## config.mk

```make
export PLATFORM = sky130hd
export DESIGN_NAME = alu
export DESIGN_NICKNAME = d
export VERILOG_FILES = /design/src/cpuPkg.sv /design/src/alu.sv
export SDC_FILE = /design/constraint.sdc
export NUM_CORES = 1
export LEC_CHECK = 0
export ABC_AREA = 1
export BUFFER_PORTS_ARGS = -buffer_cell sky130_fd_sc_hd__buf_2
export CORE_ASPECT_RATIO = 0.9
export CORE_UTILIZATION = 55
export DETAILED_ROUTE_END_ITERATION = 8
export PLACE_DENSITY = 0.82
export SYNTH_ARGS = -nofsm -noshare
export SYNTH_HDL_FRONTEND = slang
export SYNTH_SLANG_ARGS = --single-unit
```

## constraint.sdc

```tcl
create_clock -name vclk -period 2.85
set_input_delay 0.285 -clock vclk [all_inputs]
set_output_delay 0.285 -clock vclk [all_outputs]
set_load 0.02 [all_outputs]
```

## src/cpuPkg.sv

```systemverilog
package cpuPkg;

	// Datapath widths
	localparam int dataWidth = 16;
	localparam int instrWidth = 32;
	localparam int regAddrWidth = 5;   // 32 registers
	localparam int pcWidth = 8;        // Instruction memory index
	localparam int dmemDepth = 256;    // Halfwords
	localparam int imemDepth = 256;    // Instruction words

	// Host bus
	localparam int axiAddrWidth = 12;
	localparam int axiDataWidth = 32;
	localparam logic [axiAddrWidth-1:0] ctrlRegAddr = 12'h400;  // Run bit in data bit 0
	localparam logic [axiAddrWidth-1:0] regReadBase = 12'h800;  // Register n at base + 4n

	typedef logic [dataWidth-1:0] dataT;
	typedef logic [pcWidth-1:0] pcT;

	// Instruction bits 31:26
	typedef enum logic [5:0] {
		opRType = 6'b000000,
		opJmp   = 6'b000010,
		opBeq   = 6'b000100,
		opBne   = 6'b000101,
		opAddi  = 6'b001000,
		opLw    = 6'b100011,
		opSw    = 6'b101011
	} opcodeE;

	// Instruction bits 5:0 of R-type
	typedef enum logic [5:0] {
		fnSll  = 6'b000000,
		fnSrl  = 6'b000010,
		fnAdd  = 6'b100000,
		fnSub  = 6'b100010,
		fnAnd  = 6'b100100,
		fnOr   = 6'b100101,
		fnXor  = 6'b100110,
		fnNor  = 6'b100111,
		fnNand = 6'b101000,
		fnXnor = 6'b101010
	} functE;

	typedef enum logic [3:0] {
		aluAdd, aluSub, aluAnd, aluOr, aluXor,
		aluNor, aluNand, aluXnor, aluSll, aluSrl
	} aluOpE;

	typedef enum logic [1:0] {brNone, brEq, brNe} branchE;

	typedef struct packed {
		logic   regWrite;
		logic   regDst;     // Destination is rd rather than rt
		logic   aluSrcImm;  // Operand B from the immediate
		logic   memWrite;
		logic   memToReg;
		logic   jump;
		branchE branch;
		aluOpE  aluOp;
	} ctrlT;

endpackage

```

## src/alu.sv

```systemverilog
`timescale 1ns/1ps

module alu (
	input  cpuPkg::aluOpE op,
	input  cpuPkg::dataT a,
	input  cpuPkg::dataT b,
	output cpuPkg::dataT result,
	output logic zero
);
	import cpuPkg::*;

	always_comb begin
		case (op)
			aluAdd:  result = a + b;
			aluSub:  result = a - b;
			aluAnd:  result = a & b;
			aluOr:   result = a | b;
			aluXor:  result = a ^ b;
			aluNor:  result = ~(a | b);
			aluNand: result = ~(a & b);
			aluXnor: result = ~(a ^ b);
			aluSll:  result = a << 1;  // Shifts act on a only
			aluSrl:  result = a >> 1;
			default: result = '0;
		endcase
	end

	// Branch compare
	assign zero = (result == '0);

endmodule

```

---- Word-level counts from Yosys, hierarchy flattened ----
Index checks and enable logic that the tools add are counted.
operators by class
  multiplexer cells ....................... 1
  bitwise gates (word level) .............. 6
  equality and inequality tests ........... 9
  add/subtract/negate cells ............... 2
  reductions and logical operators ........ 2
operators with widths
  cell                number
  $pmux 16 s10        1
  $not 16->16         3
  $add 16x16->16      1
  $and 16x16->16      1
  $eq 4x3->1 const B  4
  $logic_not 16->1    1
  $or 16x16->16       1
  $sub 16x16->16      1
  $xor 16x16->16      1
  $eq 4x2->1 const B  2
  $eq 4x4->1 const B  2
  $eq 4x1->1 const B  1
  $logic_not 4->1     1
word-level totals
  bits of input ports ..................... 36
  logic and storage cells ................. 20
  bits in registers ....................... 0
  output and inout port bits .............. 17

---- Longest topological paths before layout ----
  word-level depth ........................ 4
  gate-level depth with buffers ........... 24

---- Least setup slack after synthesis ----
OpenSTA, ideal clock, no wires.
  path kind ............................... input to output
  start point ............................. input port b[1]
  end point ............................... output port zero
  slack ................................... -0.360 ns
  data required time ...................... 2.565 ns
  cell stages on the path ................. 23
  buffers on the path ..................... 0
  arrival ................................. 2.925 ns
  cell sequence ........................... inv_1 > ha_1 > nand2_1 > nor3_1 > nand3_1 > nor2_1 > nand2_1 > o21ai_0 > xor2_1 > inv_1 > ha_1 > nand2_1 > inv_1 > nand2_1 > nor3_1 > nand2_1 > nand2_1 > nand2_1 > nand3_1 > nand2_1 > nor2_1 > nand2_1 > nor2_1
RTL lines
  item                                                     RTL line              text
  start, declared                                          alu.sv:6              input cpuPkg::dataT b,
  $sub 16x16->16 / $add 16x16->16 (equally long branches)  alu.sv:15, alu.sv:14
  $pmux 16 s10 *                                           alu.sv:13             case (op)
  named net result[13]                                     alu.sv:7              output cpuPkg::dataT result,
  $logic_not 16->1 *                                       alu.sv:29             assign zero = (result == '0);
  end, declared                                            alu.sv:8              output logic zero
The timed path passes the listed nets; every way through them passes the cells marked *.

---- Final worst setup path ----
  start point ............................. input port b[1]
  end point ............................... output port zero
on the way
  cells in the longest elaborated chain, start to end .. 4
ends and longest elaborated chain
  item                                                                    RTL line
  parallel branches: the longest is 2 deep, another holds $sub 16x16->16  n/a
  $pmux 16 s10 *                                                          alu.sv:13
  $logic_not 16->1 *                                                      alu.sv:29
Every way passes the cells marked *.

==> impl_metrics.tcl <==
set metrics [dict create \
    status "finished, violations left" \
    violations "setup timing" \
    rows 25 \
    crit_path_max_fanout 4 \
    p_leak_nw 2.57 \
    finalNetCount 795 \
    final_area_um2 4480 \
    core_um2 5260 \
    worst_setup_path_start_kind "input pin" \
    yosysWarnings 0 \
    ys_top_cells_by_count "nand2_1 (171), inv_1 (99), nand3_1 (68)" \
    fill_cells 323 \
    path_delay_family "simple AND/OR/NAND/NOR gates" \
    p_per_area_nw_per_um2 233 \
    finalWorstSetupSlack_ns -0.820 \
    grt.total_usage_pct 40.9 \
    peakVddDrop_uv 139 \
    nClkBuffers 0 \
    dp.final_hpwl_um 8760 \
    period_minus_slack_ns 3.67 \
    hold_ws_ns 1.21 \
    cp_slowest_cell "ha_4" \
    fin_crit_sh_pct 129 \
    syn_nets 655 \
    grt_pass1_vias 4133 \
    wl_um 14400 \
    critPathKind "in2out" \
    avgSynthCellArea_um2 5.26 \
    setup_viol 10 \
    seq_cells 0 \
    area_growth_pct 49.7 \
    synth.area.top_cells "nand2_1 (21%), ha_1 (20%), inv_1 (12%), nand3_1 (11%), nor2_1 (6.5%)" \
    critPathBufInv 5 \
    grt_max_degree 17 \
    n_antenna_cell 0 \
    worst_pin_slew_ns 0.762 \
    synth_top_area_cell "nand2_1" \
    regArea_um2 0 \
    ant_nets 0 \
    synth.most_common_cell "nand2_1" \
    io_buffers 53 \
    synth_cell_types 34 \
    die_h_um 72.0 \
    slew_headroom_pct 49.2 \
    worstPathRequired_ns 2.57 \
    num_io_pins 53 \
    fp.dieW_um 79.8 \
    place.gp.congestion 0.929 \
    grt_overflow_total 0 \
    syn_area_um2 3000 \
    yosysTopAreaCellShare_pct 21.4 \
    vias 4869 \
    initial_core_util_pct 57.0 \
    worstSetupEndpointType "primary output" \
    die_area_um2 5750 \
    path_cells "buf_12 > inv_16 > ha_4 > nand2_2 > nor3_2 > nand3_1 > nand2_1 > xor2_1 > inv_1 > ha_4 > nand2_1 > buf_4 > nor2_4 > nand4_1 > nand3_1 > nand2_1 > nand3_2 > nand2_2 > nor2_2 > nand2_2 > nor2_4 > buf_6" \
    placed_cell_area_um2 3920 \
    drv_slew 0 \
    vias_per_cell 6.28 \
    max_freq_mhz 272 \
    seq_area_frac_synth_pct 0 \
    post_drt_wl_per_cell_um 18.5 \
    drt_iter0_markers 856 \
    hp-class "in2out" \
    hold_viol 0 \
    syn-instance-count 570 \
    cpPeakStageDelay_ns 0.35 \
    cap_violations 0 \
    antenna_found_initial 0 \
    drc 0 \
    dr.pass1.iters 8 \
    drive_above_1_share_pct 34.6 \
    grt_pass1_wl_um 18700 \
    rsz0062_at_grt "yes" \
    cp.arrival_ns 3.39 \
]
-- power by group --
part / internal [W] / total, W / switching (W)
Clock: 0 / 0 / 0
Sequential: 0 / 0 / 0
Combinational: 0.000436 / 0.00104 / 0.000608
Total: 0.000436 / 0.00104 / 0.000608
-- what timing repair did --
action | CTS | global route
gates resized for setup | 54 | 50
setup buffers | 13 | 11
pin swaps | 34 | 33
endpoints found under the setup margin | 8 | 13
hold buffers | 0 | 0
cloned | 0 | 0
-- area by class of cell --
class / instances / area, um^2 / share of cell area [%]
well taps: 67 / 83.8 / 1.87
inverters: 110 / 437 / 9.74
repair buffers: 148 / 1070 / 23.8
multi-input cells: 450 / 2890 / 64.6
-- through the flow --
stage	util [%]	TNS, ns	cells	total power (W)	worst slack, ns
2_1_floorplan	-	-0.0290	570	0.000453	-0.0290
3_3_place_gp	74.5	-1.62	751	0.000756	-0.493
3_5_place_dp	74.5	-2.23	751	0.000777	-0.628
4_1_cts	80.1	-0.770	764	0.000857	-0.321
5_1_grt	85.3	-7.02	775	0.00110	-1.15
6_report	85.3	-4.77	775	0.00104	-0.820
-- cells in the final DEF, fill, tap and decap left out, types with 7 or more instances in the layout --
cell type / n
buf_2: 43
buf_4: 90
buf_6: 14
ha_1: 39
ha_4: 7
inv_1: 91
inv_2: 15
nand2_1: 143
nand2_2: 24
nand3_1: 63
nand3b_1: 11
nand4_1: 12
nor2_1: 43
nor2_2: 7
o21ai_0: 9
o22ai_1: 8
xor2_1: 12
-- path summary, 6_finish.rpt --
kind	start	endpoint	slack, ns	cells after the start
worst max-delay path	b[1]	zero	-0.82	22
worst min-delay path	a[12]	result[13]	1.21	6
-- kinds of logic (layout without fill, tap and decap cells) --
kind of cell / after synthesis / in the layout / synth area share (%)
compound gates: 53 / 53 / 10.9
xor+xnor: 15 / 15 / 4.39
fa+ha+maj: 49 / 49 / 20.7
buf+inv: 120 / 258 / 15.4
simple gates: 333 / 333 / 48.7
-- metal layers --
| metal | track usage, % | part of all wire, % |
|---|---|---|
| met5 | 0 | 0 |
| met1 | 52.0 | 35 |
| met4 | 10.9 | 7.6 |
| met2 | 70.1 | 43 |
| met3 | 8.68 | 15 |
Note: power is estimated with default switching activity, not from simulation.
