## src/cpuPkg.sv

```systemverilog
package cpuPkg;

	// Datapath widths
	localparam int dataWidth = 16;
	localparam int instrWidth = 32;
	localparam int regAddrWidth = 5;   // 32 registers
	localparam int pcWidth = 8;        // Instruction memory index
	localparam int dmemDepth = 256;    // Halfwords
	localparam int imemDepth = 256;    // Instruction words

	// Host bus
	localparam int axiAddrWidth = 12;
	localparam int axiDataWidth = 32;
	localparam logic [axiAddrWidth-1:0] ctrlRegAddr = 12'h400;  // Run bit in data bit 0
	localparam logic [axiAddrWidth-1:0] regReadBase = 12'h800;  // Register n at base + 4n

	typedef logic [dataWidth-1:0] dataT;
	typedef logic [pcWidth-1:0] pcT;

	// Instruction bits 31:26
	typedef enum logic [5:0] {
		opRType = 6'b000000,
		opJmp   = 6'b000010,
		opBeq   = 6'b000100,
		opBne   = 6'b000101,
		opAddi  = 6'b001000,
		opLw    = 6'b100011,
		opSw    = 6'b101011
	} opcodeE;

	// Instruction bits 5:0 of R-type
	typedef enum logic [5:0] {
		fnSll  = 6'b000000,
		fnSrl  = 6'b000010,
		fnAdd  = 6'b100000,
		fnSub  = 6'b100010,
		fnAnd  = 6'b100100,
		fnOr   = 6'b100101,
		fnXor  = 6'b100110,
		fnNor  = 6'b100111,
		fnNand = 6'b101000,
		fnXnor = 6'b101010
	} functE;

	typedef enum logic [3:0] {
		aluAdd, aluSub, aluAnd, aluOr, aluXor,
		aluNor, aluNand, aluXnor, aluSll, aluSrl
	} aluOpE;

	typedef enum logic [1:0] {brNone, brEq, brNe} branchE;

	typedef struct packed {
		logic   regWrite;
		logic   regDst;     // Destination is rd rather than rt
		logic   aluSrcImm;  // Operand B from the immediate
		logic   memWrite;
		logic   memToReg;
		logic   jump;
		branchE branch;
		aluOpE  aluOp;
	} ctrlT;

endpackage

```

## src/controlDecode.sv

```systemverilog
`timescale 1ns/1ps

module controlDecode (
	input  cpuPkg::opcodeE opcode,
	input  cpuPkg::functE funct,
	output cpuPkg::ctrlT ctrl
);
	import cpuPkg::*;

	always_comb begin
		// Safe defaults, no write and no branch
		ctrl.regWrite = 1'b0;
		ctrl.regDst = 1'b0;
		ctrl.aluSrcImm = 1'b0;
		ctrl.memWrite = 1'b0;
		ctrl.memToReg = 1'b0;
		ctrl.jump = 1'b0;
		ctrl.branch = brNone;
		ctrl.aluOp = aluAdd;

		case (opcode)
			opRType: begin
				ctrl.regDst = 1'b1;
				ctrl.regWrite = 1'b1;
				case (funct)
					fnAdd:   ctrl.aluOp = aluAdd;
					fnSub:   ctrl.aluOp = aluSub;
					fnAnd:   ctrl.aluOp = aluAnd;
					fnOr:    ctrl.aluOp = aluOr;
					fnXor:   ctrl.aluOp = aluXor;
					fnNor:   ctrl.aluOp = aluNor;
					fnNand:  ctrl.aluOp = aluNand;
					fnXnor:  ctrl.aluOp = aluXnor;
					fnSll:   ctrl.aluOp = aluSll;
					fnSrl:   ctrl.aluOp = aluSrl;
					default: ctrl.regWrite = 1'b0;  // Unknown function
				endcase
			end
			opAddi: begin
				ctrl.regWrite = 1'b1;
				ctrl.aluSrcImm = 1'b1;
			end
			opLw: begin
				ctrl.regWrite = 1'b1;
				ctrl.aluSrcImm = 1'b1;  // Base plus offset
				ctrl.memToReg = 1'b1;
			end
			opSw: begin
				ctrl.aluSrcImm = 1'b1;
				ctrl.memWrite = 1'b1;
			end
			opBeq: begin
				ctrl.branch = brEq;
				ctrl.aluOp = aluSub;  // Equal operands give zero
			end
			opBne: begin
				ctrl.branch = brNe;
				ctrl.aluOp = aluSub;
			end
			opJmp:   ctrl.jump = 1'b1;
			default: ctrl.branch = brNone;
		endcase
	end

endmodule

```

## config.mk

```make
export PLATFORM = sky130hd
export DESIGN_NAME = controlDecode
export DESIGN_NICKNAME = d
export VERILOG_FILES = /design/src/cpuPkg.sv /design/src/controlDecode.sv
export SDC_FILE = /design/constraint.sdc
export NUM_CORES = 1
export LEC_CHECK = 0
export BUFFER_PORTS_ARGS = -buffer_cell sky130_fd_sc_hd__buf_2
export CAP_MARGIN = 20
export CORE_AREA = 2 2 39 41
export DETAILED_ROUTE_END_ITERATION = 12
export DIE_AREA = 0 0 41 43
export PLACE_DENSITY_LB_ADDON = 0.2
export SETUP_SLACK_MARGIN = 0.5
export SYNTH_ARGS = -nofsm -noshare
export SYNTH_HDL_FRONTEND = slang
export SYNTH_SLANG_ARGS = --single-unit
```

## constraint.sdc

```tcl
create_clock -name vclk -period 1.5
set_input_delay 0.15 -clock vclk [all_inputs]
set_output_delay 0.15 -clock vclk [all_outputs]
set_load 0.1 [all_outputs]
```

### Word-level counts from Yosys, hierarchy flattened

Cells that the tools add are included.

* eq/ne operators: 15
* mux-type cells: 10
* reductions and logical operators: 6

Operators by type and width (number)
* $eq A6 B6 Y1 const B: 10
* $pmux W4 S9: 1
* $eq A6 B2 Y1 const B: 2
* $eq A6 B3 Y1 const B: 2
* $logic_not A6 Y1: 2
* $reduce_or A10 Y1: 1
* $pmux W4 S2: 1
* $eq A6 B4 Y1 const B: 1
* $mux W1: 6
* $pmux W2 S2: 1
* $reduce_or A2 Y1: 2
* $reduce_or A3 Y1: 1
* $pmux W1 S2: 1

* bits in registers: 0
* output and inout port bits: 12
* input bits: 12

### Longest topological paths before layout

Gate-level depths: netlist (run 1).

* depth after elaboration: 4
* gate-level depth with buffers: 3
* mapped depth without buffers: 3

### Least setup slack after synthesis (run 1)

Ideal clock, no wire load.

* kind: input -> output
* start: in opcode[2]
* end: out ctrl[9] (netlist bit)
* path slack: -2.222 ns
* stages: 3
* required time: 1.350 ns
* data arrival time: 3.572 ns
* path buffers: 0
* cells stage by stage: or2_2 > nor3_1 > o21bai_1

RTL lines
* start, declared: line controlDecode.sv:4 `input cpuPkg::opcodeE opcode,`
* end, declared: line controlDecode.sv:6 `output cpuPkg::ctrlT ctrl`

==> results_dict.tcl, run 1 <==
set metrics [dict create \
    status "finished with violations" \
    violations "negative setup slack" \
    design.seq.count 0 \
    yosysMostFrequentCell "nor3_1" \
    hold_violations 0 \
    crit_cells 5 \
    worst-path-max-fanout 3 \
    drive_above_1_share 0.8028 \
    synth_commonest_cells "4 x nor3_1, 3 x inv_1, 2 x nor2_1, 2 x nor3b_1, 2 x or4_4" \
    cp-start-kind "input port" \
    die_area_um2 1763 \
    synth.cell_area_um2 232.7 \
    ant_nets 0 \
    worstPathCellList "buf_6 -> or4_4 -> or4_4 -> nor3b_4 -> buf_12" \
    vias 421 \
    p_leak_uw 0.0003626 \
    nFillCells 105 \
    grt_remaining_overflow 0 \
    drt_iter0_drc 0 \
    dpl_worst_slack_ns -0.3413 \
    final-seq-area_um2 0 \
    yosysSeqAreaShare 0 \
    cp-startpoint "opcode[2]" \
    finalCriticalPeriod_ns 1.821 \
    initial_core_util 0.1682 \
    dp_cells 82 \
    cp_common_cell "or4_4" \
    powerDensity_nw_per_um2 187.1 \
    finalCritPeriodShare 1.214 \
    max_stage_delay_ns 0.52 \
    crit_path_end "ctrl[2]" \
    core_region_area_um2 1384 \
    maxCapViolations 0 \
    port_buffers 24 \
    yosysWarnings 0 \
    die_w_um 41 \
    area_growth_pct 263.4 \
    die_h_um 43 \
    cp.buffers_inverters 2 \
    slew_headroom 0.7546 \
    yosys-top-cells-area "or4_4 9.7%, nor3_1 8.6%, nor3b_1 6.5%, nor3b_2 5.4%, inv_1 4.8%" \
    synth.top_cell.area_share 0.09677 \
    finalWirelength_um 973 \
    setup.worst_path.class "input port to output port" \
    cts_hold_buf 0 \
    nNetsFinal 85 \
    peakVddDrop_uv 119.8 \
    hold_class "input port to output port" \
    hold_ws_ns 0.6938 \
    cp_top_family "simple AND/OR/NAND/NOR gates" \
    cp_slowest_cell "or4_4" \
    routed_via_density 4.839 \
    fin_setup_tns_ns -1.766 \
    setup.worst_path.end_class "output port" \
    total_power_uw 158.2 \
    syn_nets 45 \
    ios 24 \
    max_freq_ghz 0.5491 \
    worst_slack_ns -0.3213 \
    diodes 0 \
    synth_top_area_cell "or4_4" \
    synthCells 33 \
    synth.distinct_cells 25 \
    dp_hpwl_um 770.6 \
    multi_input_area_um2 361.6 \
    maxSlewViolCount 0 \
    antenna_found_initial 0 \
    dr.pass1.iters 1 \
    crit_required_ns 1.35 \
    wl_per_cell_um 11.18 \
    critPathArrivalTime_ns 1.67 \
    place.gp.congestion 0.7068 \
    placementRows 14 \
    grt_util_all_layers 0.1225 \
    clkbuf_count 0 \
    grt_pass1_wl_mm 1.607 \
    tightest_slew_ns 0.3633 \
    grt_max_degree 9 \
    rsz0062_at_grt "true" \
    syn_area_per_cell_um2 7.052 \
    remaining_drc_errors 0 \
    setup_viol 9 \
    final-instance-count-excl-fill 87 \
    grt_pass1_vias 405 \
]
-- metal layers --
layer	track usage	routed length, µm	up-vias
met4	0	0	0
met1	0.1415	322	196
met5	0	0	-
met3	0.01571	46	0
li1	-	-	214
met2	0.2344	604	11
-- final cells by class --
class | count | area share
repair buffers | 38 | 0.5355
multi-input cells | 30 | 0.4275
inverters | 3 | 0.01331
well taps | 16 | 0.02367
-- placed cells by master (no fill, tap or decap), drive strengths merged --
cell,n
nor2b,1
o31a,1
nor3b,3
buf,38
and3,1
o41ai,1
a31oi,1
nand3b,1
a21o,1
o32a,1
nand3,1
and2,1
inv,3
nand4b,1
nor2,2
nor4,1
o21bai,1
o211a,1
or4b,1
or2,1
o22ai,1
or2b,1
or4,3
nor3,4
-- through the flow --
step / util / area [µm²]
after global routing: 0.6112 / 845.8
final: 0.6112 / 845.8
after detailed placement: 0.5127 / 709.4
after global placement: 0.5127 / 709.4
after CTS: 0.5814 / 804.5
after floorplan: - / 321.6
-- report_power, final --
| group | leakage (µW) | switching, µW | internal [µW] |
|---|---|---|---|
| registers | 0 | 0 | 0 |
| logic | 0.000363 | 83.8 | 74.4 |
| clock network | 0 | 0 | 0 |
| total | 0.000363 | 83.8 | 74.4 |
-- how the worst min path moves through the flow --
| stage | from | end | slack, ns | cells after the start |
|---|---|---|---|---|
| final | opcode[1] | ctrl[4] | 0.69 | 3 |
| after global routing | opcode[1] | ctrl[4] | 0.71 | 3 |
| after CTS | opcode[1] | ctrl[4] | 0.69 | 3 |
| after detailed placement | opcode[1] | ctrl[4] | 0.70 | 3 |
| after global placement | opcode[1] | ctrl[4] | 0.70 | 3 |
| after floorplan | opcode[1] | ctrl[4] | 0.41 | 1 |
-- kinds of logic after synthesis --
group,after synthesis,synth area share
buffers and inverters,3,0.04838
and+or+nand+nor,22,0.6668
AOI/OAI and AO/OA,8,0.2850
-- repair_timing --
action | in CTS | in global routing
pin swaps | 7 | 2
gates resized for setup | 15 | 3
buffers inserted | 2 | 3
setup endpoints to repair | 12 | 12
Power figures use the tool's default switching activity.
==> run 2, diff against run 1 <==
==> constraint.sdc (replaced) <==
create_clock -name vclk -period 1.5
set_input_delay 0.375 -clock vclk [all_inputs]
set_output_delay 0.375 -clock vclk [all_outputs]
set_load 0.1 [all_outputs]
==> run 2 against run 1 <==
Utilization up 6.1 points. Power up 16%. Sequential share of layout area unchanged. The flow still finishes with violations (negative setup slack). Die area unchanged. Setup slack worse by 0.47 ns. Final area up 10%. Combinational power up 16%.
==> results_dict.tcl, run 2 (synthesis results as in run 1) <==
set metrics [dict create \
    ant_nets 0 \
    remaining_drc_errors 0 \
    p_leak_uw 0.0003997 \
    drt_iter0_drc 0 \
    worstPathCellList "buf_6 -> or4_4 -> or4_4 -> buf_4 -> nor2_4 -> buf_12" \
    rsz0062_at_grt "true" \
    area_growth_pct 300.0 \
    setup.worst_path.end_class "output port" \
    critPathArrivalTime_ns 1.92 \
    finalCritPeriodShare 1.528 \
    finalCriticalPeriod_ns 2.292 \
    vias 455 \
    wl_per_cell_um 12.83 \
    dp_cells 91 \
    cp_slowest_cell "or4_4" \
    diodes 0 \
    initial_core_util 0.1682 \
    cp_top_family "simple AND/OR/NAND/NOR gates" \
    grt_pass1_vias 465 \
    tightest_slew_ns 0.3789 \
    grt_pass1_wl_mm 1.856 \
    powerDensity_nw_per_um2 197.8 \
    die_w_um 41 \
    cp-start-kind "input port" \
    clkbuf_count 0 \
    hold_violations 0 \
    grt_util_all_layers 0.1421 \
    maxSlewViolCount 0 \
    worst-path-max-fanout 3 \
    violations "negative setup slack" \
    nNetsFinal 92 \
    dp_hpwl_um 804.3 \
    routed_via_density 4.840 \
    design.seq.count 0 \
    core_region_area_um2 1384 \
    mostFrequentLayoutCells "13 x buf_4, 12 x buf_6, 12 x buf_12, 8 x buf_2, 4 x nor3_4" \
    die_h_um 43 \
    final-instance-count-excl-fill 94 \
    die_area_um2 1763 \
    max_freq_ghz 0.4363 \
    setup_viol 12 \
    max_stage_delay_ns 0.53 \
    slew_headroom 0.7441 \
    cp_common_cell "or4_4" \
    cp.buffers_inverters 3 \
    peakVddDrop_uv 131.9 \
    status "finished with violations" \
    utilization 0.6727 \
    port_buffers 24 \
    total_power_uw 184.2 \
    final-seq-area_um2 0 \
    antenna_found_initial 0 \
    place.gp.congestion 0.7082 \
    finalWirelength_mm 1.206 \
    placementRows 14 \
    maxCapViolations 0 \
    ios 24 \
    crit_required_ns 1.12 \
    grt_remaining_overflow 0 \
    dr.pass1.iters 1 \
    grt_max_degree 6 \
    worst_slack_ns -0.7922 \
    setup.worst_path.class "input port to output port" \
    drive_above_1_share 0.8333 \
    final_common_cell "buf_4" \
    hold_class "input port to output port" \
]
==> run 2: timing repair <==
item / in CTS / in global routing
endpoints found under the setup margin: 12 / 12
buffers inserted: 0 / 3
hold buffers: 0 / 0
pin swaps: 9 / 4
hold endpoints to repair: 0 / 0
gates resized for setup: 18 / 5
==> run 2: area by class of cell <==
type,count,area [µm²]
fillers,113,452.9
well taps,16,20.02
inverters,3,11.26
repair buffers,45,513.0
multi-input cells,30,386.6
==> run 2: layer usage <==
layer | track usage | up-vias | wire (µm)
met1 | 0.1529 | 216 | 375
met4 | 0 | 0 | 0
met5 | 0 | - | 0
met2 | 0.2813 | 11 | 780
met3 | 0.02094 | 0 | 49
li1 | - | 228 | -
==> run 2: worst paths after layout <==
check	cells past startpoint	slack (ns)	endpoint	from
worst max-delay path	6	-0.79	ctrl[3]	opcode[2]
worst min-delay path	4	1.22	ctrl[3]	funct[2]
==> run 2: report_power, final <==
group	switching, µW	internal [µW]
Clock	0	0
Combinational	94.1	90.0
Sequential	0	0
Total	94.1	90.0
==> run 2: metrics by stage <==
stage	hold slack, ns	setup slack [ns]	TNS [ns]	cell area (µm²)
after floorplan	0.8551	-1.118	-8.896	321.6
after global placement	1.174	-0.7804	-6.332	777.0
after detailed placement	1.173	-0.7911	-6.359	777.0
after CTS	1.182	-0.7877	-5.835	880.8
after global routing	1.237	-0.8264	-6.529	930.9
final	1.218	-0.7922	-6.134	930.9
