===== src/cpuPkg.sv =====
package cpuPkg;

	// Datapath widths
	localparam int dataWidth = 16;
	localparam int instrWidth = 32;
	localparam int regAddrWidth = 5;   // 32 registers
	localparam int pcWidth = 8;        // Instruction memory index
	localparam int dmemDepth = 256;    // Halfwords
	localparam int imemDepth = 256;    // Instruction words

	// Host bus
	localparam int axiAddrWidth = 12;
	localparam int axiDataWidth = 32;
	localparam logic [axiAddrWidth-1:0] ctrlRegAddr = 12'h400;  // Run bit in data bit 0
	localparam logic [axiAddrWidth-1:0] regReadBase = 12'h800;  // Register n at base + 4n

	typedef logic [dataWidth-1:0] dataT;
	typedef logic [pcWidth-1:0] pcT;

	// Instruction bits 31:26
	typedef enum logic [5:0] {
		opRType = 6'b000000,
		opJmp   = 6'b000010,
		opBeq   = 6'b000100,
		opBne   = 6'b000101,
		opAddi  = 6'b001000,
		opLw    = 6'b100011,
		opSw    = 6'b101011
	} opcodeE;

	// Instruction bits 5:0 of R-type
	typedef enum logic [5:0] {
		fnSll  = 6'b000000,
		fnSrl  = 6'b000010,
		fnAdd  = 6'b100000,
		fnSub  = 6'b100010,
		fnAnd  = 6'b100100,
		fnOr   = 6'b100101,
		fnXor  = 6'b100110,
		fnNor  = 6'b100111,
		fnNand = 6'b101000,
		fnXnor = 6'b101010
	} functE;

	typedef enum logic [3:0] {
		aluAdd, aluSub, aluAnd, aluOr, aluXor,
		aluNor, aluNand, aluXnor, aluSll, aluSrl
	} aluOpE;

	typedef enum logic [1:0] {brNone, brEq, brNe} branchE;

	typedef struct packed {
		logic   regWrite;
		logic   regDst;     // Destination is rd rather than rt
		logic   aluSrcImm;  // Operand B from the immediate
		logic   memWrite;
		logic   memToReg;
		logic   jump;
		branchE branch;
		aluOpE  aluOp;
	} ctrlT;

endpackage


===== src/hostIf.sv =====
`timescale 1ns/1ps

interface hostIf;
	import cpuPkg::*;

	// Program load port
	logic imemWe;
	pcT imemAddr;
	logic [instrWidth-1:0] imemData;

	logic run;  // Core runs while set

	// Register readback
	logic [regAddrWidth-1:0] dbgAddr;
	dataT dbgData;

	modport bridge (output imemWe, imemAddr, imemData, run, dbgAddr, input dbgData);

	modport fetch (input imemWe, imemAddr, imemData, run);

	modport regs (input run, dbgAddr, output dbgData);

endinterface


===== src/hostBridge.sv =====
`timescale 1ns/1ps

module hostBridge (
	input  logic clk,
	input  logic reset,
	input  logic [cpuPkg::axiAddrWidth-1:0] awaddr,
	input  logic awvalid,
	output logic awready,
	input  logic [cpuPkg::axiDataWidth-1:0] wdata,
	input  logic wvalid,
	output logic wready,
	output logic bvalid,
	input  logic bready,
	input  logic [cpuPkg::axiAddrWidth-1:0] araddr,
	input  logic arvalid,
	output logic arready,
	output logic [cpuPkg::axiDataWidth-1:0] rdata,
	output logic rvalid,
	input  logic rready,
	hostIf.bridge host
);
	import cpuPkg::*;

	logic wrAccept;
	logic rdAccept;
	logic inRegWindow;

	// Address and data are taken only as a pair
	assign wrAccept = awvalid && wvalid && !bvalid;
	assign awready = wrAccept;
	assign wready = wrAccept;

	assign rdAccept = arvalid && !rvalid;
	assign arready = rdAccept;

	// Instruction memory occupies everything below the control register
	assign host.imemWe = wrAccept && (awaddr < ctrlRegAddr);
	assign host.imemAddr = awaddr[pcWidth+1:2];  // Word index
	assign host.imemData = wdata;

	// 32 registers of 4 bytes span 128 bytes above the base
	assign inRegWindow = (araddr[axiAddrWidth-1:regAddrWidth+2] ==
		regReadBase[axiAddrWidth-1:regAddrWidth+2]);
	assign host.dbgAddr = araddr[regAddrWidth+1:2];

	always_ff @(posedge clk) begin
		if (reset) begin
			host.run <= 1'b0;
		end else if (wrAccept && awaddr == ctrlRegAddr) begin
			host.run <= wdata[0];
		end
	end

	// Write response
	always_ff @(posedge clk) begin
		if (reset) begin
			bvalid <= 1'b0;
		end else if (wrAccept) begin
			bvalid <= 1'b1;
		end else if (bready) begin
			bvalid <= 1'b0;
		end
	end

	// Read response
	always_ff @(posedge clk) begin
		if (reset) begin
			rvalid <= 1'b0;
		end else if (rdAccept) begin
			rvalid <= 1'b1;
		end else if (rready) begin
			rvalid <= 1'b0;
		end
	end

	always_ff @(posedge clk) begin
		if (rdAccept) begin
			if (inRegWindow) begin
				rdata <= {{(axiDataWidth-dataWidth){1'b0}}, host.dbgData};
			end else begin
				rdata <= '0;  // Unmapped reads return zero
			end
		end
	end

endmodule


===== src/flat_wrapper.sv =====
// flat-port wrapper written by rule: the top's interface ports become plain ports
module hostBridge_flat import cpuPkg::*;
  (clk, reset, awaddr, awvalid, awready, wdata, wvalid, wready, bvalid, bready, araddr, arvalid, arready, rdata, rvalid, rready, host_imemWe, host_imemAddr, host_imemData, host_run, host_dbgAddr, host_dbgData);
  hostIf host_i ();
  input  logic clk;
  input  logic reset;
  input  logic [cpuPkg::axiAddrWidth-1:0] awaddr;
  input  logic awvalid;
  output logic awready;
  input  logic [cpuPkg::axiDataWidth-1:0] wdata;
  input  logic wvalid;
  output logic wready;
  output logic bvalid;
  input  logic bready;
  input  logic [cpuPkg::axiAddrWidth-1:0] araddr;
  input  logic arvalid;
  output logic arready;
  output logic [cpuPkg::axiDataWidth-1:0] rdata;
  output logic rvalid;
  input  logic rready;
  output wire logic [$bits(host_i.imemWe)-1:0] host_imemWe;
  output wire logic [$bits(host_i.imemAddr)-1:0] host_imemAddr;
  output wire logic [$bits(host_i.imemData)-1:0] host_imemData;
  output wire logic [$bits(host_i.run)-1:0] host_run;
  output wire logic [$bits(host_i.dbgAddr)-1:0] host_dbgAddr;
  input wire logic [$bits(host_i.dbgData)-1:0] host_dbgData;
  assign host_imemWe = host_i.imemWe;
  assign host_imemAddr = host_i.imemAddr;
  assign host_imemData = host_i.imemData;
  assign host_run = host_i.run;
  assign host_dbgAddr = host_i.dbgAddr;
  assign host_i.dbgData = host_dbgData;
  hostBridge u_core (.clk(clk), .reset(reset), .awaddr(awaddr), .awvalid(awvalid), .awready(awready), .wdata(wdata), .wvalid(wvalid), .wready(wready), .bvalid(bvalid), .bready(bready), .araddr(araddr), .arvalid(arvalid), .arready(arready), .rdata(rdata), .rvalid(rvalid), .rready(rready), .host(host_i));
endmodule

===== config.mk =====
export PLATFORM = sky130hd
export DESIGN_NAME = hostBridge_flat
export DESIGN_NICKNAME = d
export VERILOG_FILES = /design/src/cpuPkg.sv /design/src/hostIf.sv /design/src/hostBridge.sv /design/src/flat_wrapper.sv
export SDC_FILE = /design/constraint.sdc
export NUM_CORES = 1
export LEC_CHECK = 0
export BUFFER_PORTS_ARGS = -buffer_cell sky130_fd_sc_hd__buf_4
export CAP_MARGIN = 20
export CORE_ASPECT_RATIO = 2
export CORE_UTILIZATION = 32
export DETAILED_ROUTE_END_ITERATION = 8
export HOLD_SLACK_MARGIN = 0.02
export PLACE_DENSITY = 0.81
export SKIP_CTS_REPAIR_TIMING = 1
export SYNTH_ARGS = -nofsm -noshare
export SYNTH_HDL_FRONTEND = slang
export SYNTH_SLANG_ARGS = --single-unit

===== constraint.sdc =====
create_clock -name clk -period 1.8 [get_ports clk]
set_clock_uncertainty 0.05 [all_clocks]
set_input_delay 0 -clock clk [delete_from_list [all_inputs] [get_ports clk]]
set_output_delay 0 -clock clk [all_outputs]
set_load 0.005 [all_outputs]

After elaboration in Yosys (flattened, before gate mapping). Cells that the tools add are included.

$lt $le $gt $ge: 1. Equality and inequality tests: 2. Muxes and demuxes: 4. Reductions and logical operators: 9.

Operators with widths (number): 12-bit by 11-bit equality test with 1-bit output (second input constant) (1); 12-bit by 11-bit < comparator with 1-bit output (second input constant) (1); 5-bit equality test (second input constant) (1); 1-bit logical AND (5); 1-bit two-way mux (4); 2-bit nonzero test (2); 1-bit logical NOT (2).

Register bits after elaboration: 35. Input port bits: 79. Output and inout port bits: 84. Logic and storage cells: 21.

Longest topological paths before layout.
Depth in word-level cells: 3. Depth in mapped cells: 4. Mapped depth without buffers: 3.

Least setup slack after synthesis. OpenSTA, ideal clock, no wires.

Path type: register to register. Start: register u_core.rvalid. End: register u_core.rdata[0] in the netlist's numbering, enable pin. Arrival: 1150 ps. Required time: 1356 ps. Setup slack: 207 ps. Stages on the path, launching flop included: 2. Path buffers: 0. Cells stage by stage: dfxtp_1 > nor2b_1.

Cells in the longest elaborated chain, start to end: 2.

Ends and longest elaborated chain: from (decl) (RTL line hostBridge.sv:18) `output logic rvalid,`; from (signal assigned) (RTL line hostBridge.sv:68) `rvalid <= 1'b0;`; from (signal assigned) (RTL line hostBridge.sv:70) `rvalid <= 1'b1;`; from (signal assigned) (RTL line hostBridge.sv:72) `rvalid <= 1'b0;`; 1-bit logical NOT (RTL line hostBridge.sv:33) `assign rdAccept = arvalid && !rvalid;`; 1-bit logical AND (RTL line hostBridge.sv:33); net arready (RTL line flat_wrapper.sv:17) `output logic arready;`; to (signal assigned) (RTL line hostBridge.sv:79) `rdata <= {{(axiDataWidth-dataWidth){1'b0}}, host.dbgData};`; to (decl) (RTL line hostBridge.sv:17) `output logic [cpuPkg::axiDataWidth-1:0] rdata,`.

The timed path passes the listed nets, and every way through them passes these cells. A chain may end at the register's enable or synchronous reset.

Worst setup path in the final report.
Start: register u_core.bvalid. End: register u_core.bvalid.

Cells in the longest elaborated chain, start to end: 3. Elaborated cells between the ends (all ways): 4. Classes of those cells: mux (1); reduce/logical (3).

Ends and longest elaborated chain: from (decl) (RTL line hostBridge.sv:12) `output logic bvalid,`; from (signal assigned) (RTL line hostBridge.sv:57) `bvalid <= 1'b0;`; from (signal assigned) (RTL line hostBridge.sv:59) `bvalid <= 1'b1;`; from (signal assigned) (RTL line hostBridge.sv:61) `bvalid <= 1'b0;`; 1-bit logical NOT * (RTL line hostBridge.sv:29) `assign wrAccept = awvalid && wvalid && !bvalid;`; 1-bit logical AND * (RTL line hostBridge.sv:29); 1-bit two-way mux or 2-bit nonzero test (tied branches).

Every way passes the cells marked *; elsewhere a longest branch is shown, timed or not.

==> flow_metrics.py <==
metrics = {
    "global_route": {
        "grt_overflow": 0,
        "antenna_found_initial": 0,
        "gr-usage-all-layers_pct": 10.7,
        "grt_pass1_wl_microns": 3310,
        "grt_max_degree": 18,
        "busiest_layer": "met2",
        "use_met1_pct": 8.96,
        "grt_pass1_vias": 755,
        "met3_usage_pct": 1.20,
        "grt_util_met2_pct": 18.8,
    },
    "power": {
        "p_leak_nw": 0.952,
        "pwr-share-clk_pct": 26.8,
        "power_frac_comb_pct": 25.4,
        "p_seq_share_pct": 47.8,
        "swShare_pct": 21.8,
        "ir_drop_uv": 260,
        "cellPowerDensity_nw_per_um2": 542,
        "p_int_mw": 0.831,
        "power_switching_mw": 0.231,
    },
    "cts": {
        "numCtsBuffers": 3,
        "cts_tree": "done",
        "clock_sinks": 19,
        "path_clk_slew_ps": 70,
        "clock_path_buffers": 2,
        "clkLatencyLatePin_ps": 250,
        "htree_levels": 1,
        "cts_root_buffer": "clkbuf_8",
    },
    "synthesis": {
        "netlist_area_sq_um": 1260,
        "avgSynthCellArea_sq_um": 10.7,
        "yosys_register_bits": 19,
        "seq_area_frac_synth_pct": 42.9,
        "yosysWarnings": 0,
        "syn_inst": 118,
        "synth_top_flop_cell": "edfxtp_1",
        "async_flop_share_pct": 0,
        "synth.distinct_cells": 23,
        "synthTopCellsByArea": "edfxtp_1 (38%), buf_4 (37%), and3_1 (5.0%)",
        "synth_edf_count": 16,
        "synth_top_area_cell": "edfxtp_1",
        "synth_top_area_share_pct": 38.1,
    },
    "die": {
        "die_height_microns": 90.7,
        "dieArea_sq_um": 4210,
        "initial_core_util_pct": 34.2,
        "io_pins": 163,
        "die_w_microns": 46.4,
        "core_sq_um": 3680,
        "row_count": 31,
    },
    "layout": {
        "drive_above_1_share_pct": 44.0,
        "nets": 273,
        "area_growth_pct": 55.7,
        "insertedDiodeCount": 0,
    },
    "placed_design": {
        "routabilityCongestion": 0.576,
        "io_buffers": 72,
        "place_ws_ps": 587,
    },
    "critical_path": {
        "arrival_ps": 1580,
        "required_ps": 1940,
        "cp_num_buf_inv": 1,
        "cp_top_family": "buffers and inverters",
        "max_stage_delay_ps": 560,
        "path_cells": "or2_2, a21oi_1, dlygate4sd3_1",
        "startpoint_type": "flip-flop",
        "endpoint_kind": "flip-flop",
        "critPathKind": "reg2reg",
        "slowest_stage": "dlygate4sd3_1",
        "crit_fanout": 4,
    },
    "drt": {
        "drtPass1Iterations": 4,
        "vias_per_cell": 4.24,
        "remaining_drc_errors": 0,
        "routed_wl_microns": 3030,
        "wire_per_inst_microns": 12.5,
        "num_vias": 1027,
        "drt_iter0_drc": 10,
        "ant_nets": 0,
    },
    "sta": {
        "period_share_pct": 80.0,
        "rsz0062_at_grt": "no",
        "fin_tns_setup_ps": 0,
        "setup_viol": 0,
        "min_period_ps": 1440,
        "setup_ws_ps": 360,
        "final-max-slew-violation-count": 0,
        "hold_viol": 0,
        "worstMarginPinSlew_ps": 656,
        "slew_headroom_pct": 55.9,
        "max_freq_ghz": 0.694,
    },
    "worst_hold_path": {
        "min_path_type": "in2reg",
    },
    "run": {
        "cap_violations": 0,
    },
    "status": {
        "status": "finished clean",
    },
}
-- per-stage QoR --
stage	cell area [sq um]	power [mW]	hold WS (ps)	cells	utilization, %
after floorplan	1320	0.663	-15.8	133	-
after global placement	1450	0.689	-50.0	191	39.2
after detailed placement	1450	0.693	-50.0	191	39.2
after CTS	1490	0.975	-129	195	40.5
after global routing	1960	1.11	21.6	242	53.2
final	1960	1.06	10.8	242	53.2
-- registers in the layout (all words and copies together), names as in the netlist --
| signal | cells |
|---|---|
| u_core.rdata | 16 |
| u_core.rvalid | 1 |
| u_core.host.run | 1 |
| u_core.bvalid | 1 |
-- power by group through the flow --
stage          registers (mW)  logic (mW)  clock network (mW)
3_3_place_gp            0.516       0.173                   0
4_1_cts                 0.507       0.176               0.292
5_1_grt                 0.509       0.290               0.310
2_1_floorplan           0.520       0.142                   0
6_report                0.508       0.270               0.285
3_5_place_dp            0.517       0.176                   0
-- path summary, 6_finish.rpt --
check,start,to,slack [ps],depth (start not counted)
max,u_core.bvalid,u_core.bvalid,360,3
min,host_dbgData[1],u_core.rdata[1],10,2
max reg2reg,u_core.bvalid,u_core.bvalid,360,3
min reg2reg,u_core.host.run,u_core.host.run,430,2
-- area by class of cell --
class                      count  area (sq um)
sequential                    19           541
tap                           49          61.3
fill                         325          1720
multi-input combinational     49           292
inverter                       1          3.75
timing repair buffer         120          1020
clock buffer                   3          41.3
clock inverter                 1          5.00
-- per-layer routing --
layer,vias up,wire length [microns]
met5,-,0
met3,4,346
met2,109,1760
li1,470,-
met4,0,59
met1,444,868
-- logic make-up (layout without fill, tap and decap cells) --
group / count (synthesis) / count (layout) / share of synthesized area, %
AND/OR/NAND/NOR: 30 / 30 / 16.6
flip-flops: 19 / 19 / 42.9
buffers and inverters: 65 / 125 / 38.4
multiplexers: 1 / 1 / 0.794
other: 1 / 16 / 0.298
AO/OA/AOI/OAI: 2 / 2 / 0.993
-- layout by cell type (no fill, tap or decap), drive strengths merged, types with 3 or more instances in the layout --
master / count
dlygate4sd3: 47
conb: 16
clkbuf: 3
dfxtp: 3
edfxtp: 16
nand2b: 3
buf: 73
and3: 16
nor4: 3
-- cells in the mapped netlist (2+ instances only) --
library cell  number
and3_1            10
and3_2             6
buf_4             62
dfxtp_1            3
edfxtp_1          16
nand2b_1           3
nor4_1             2
Note: power is estimated with default switching activity, not from simulation.
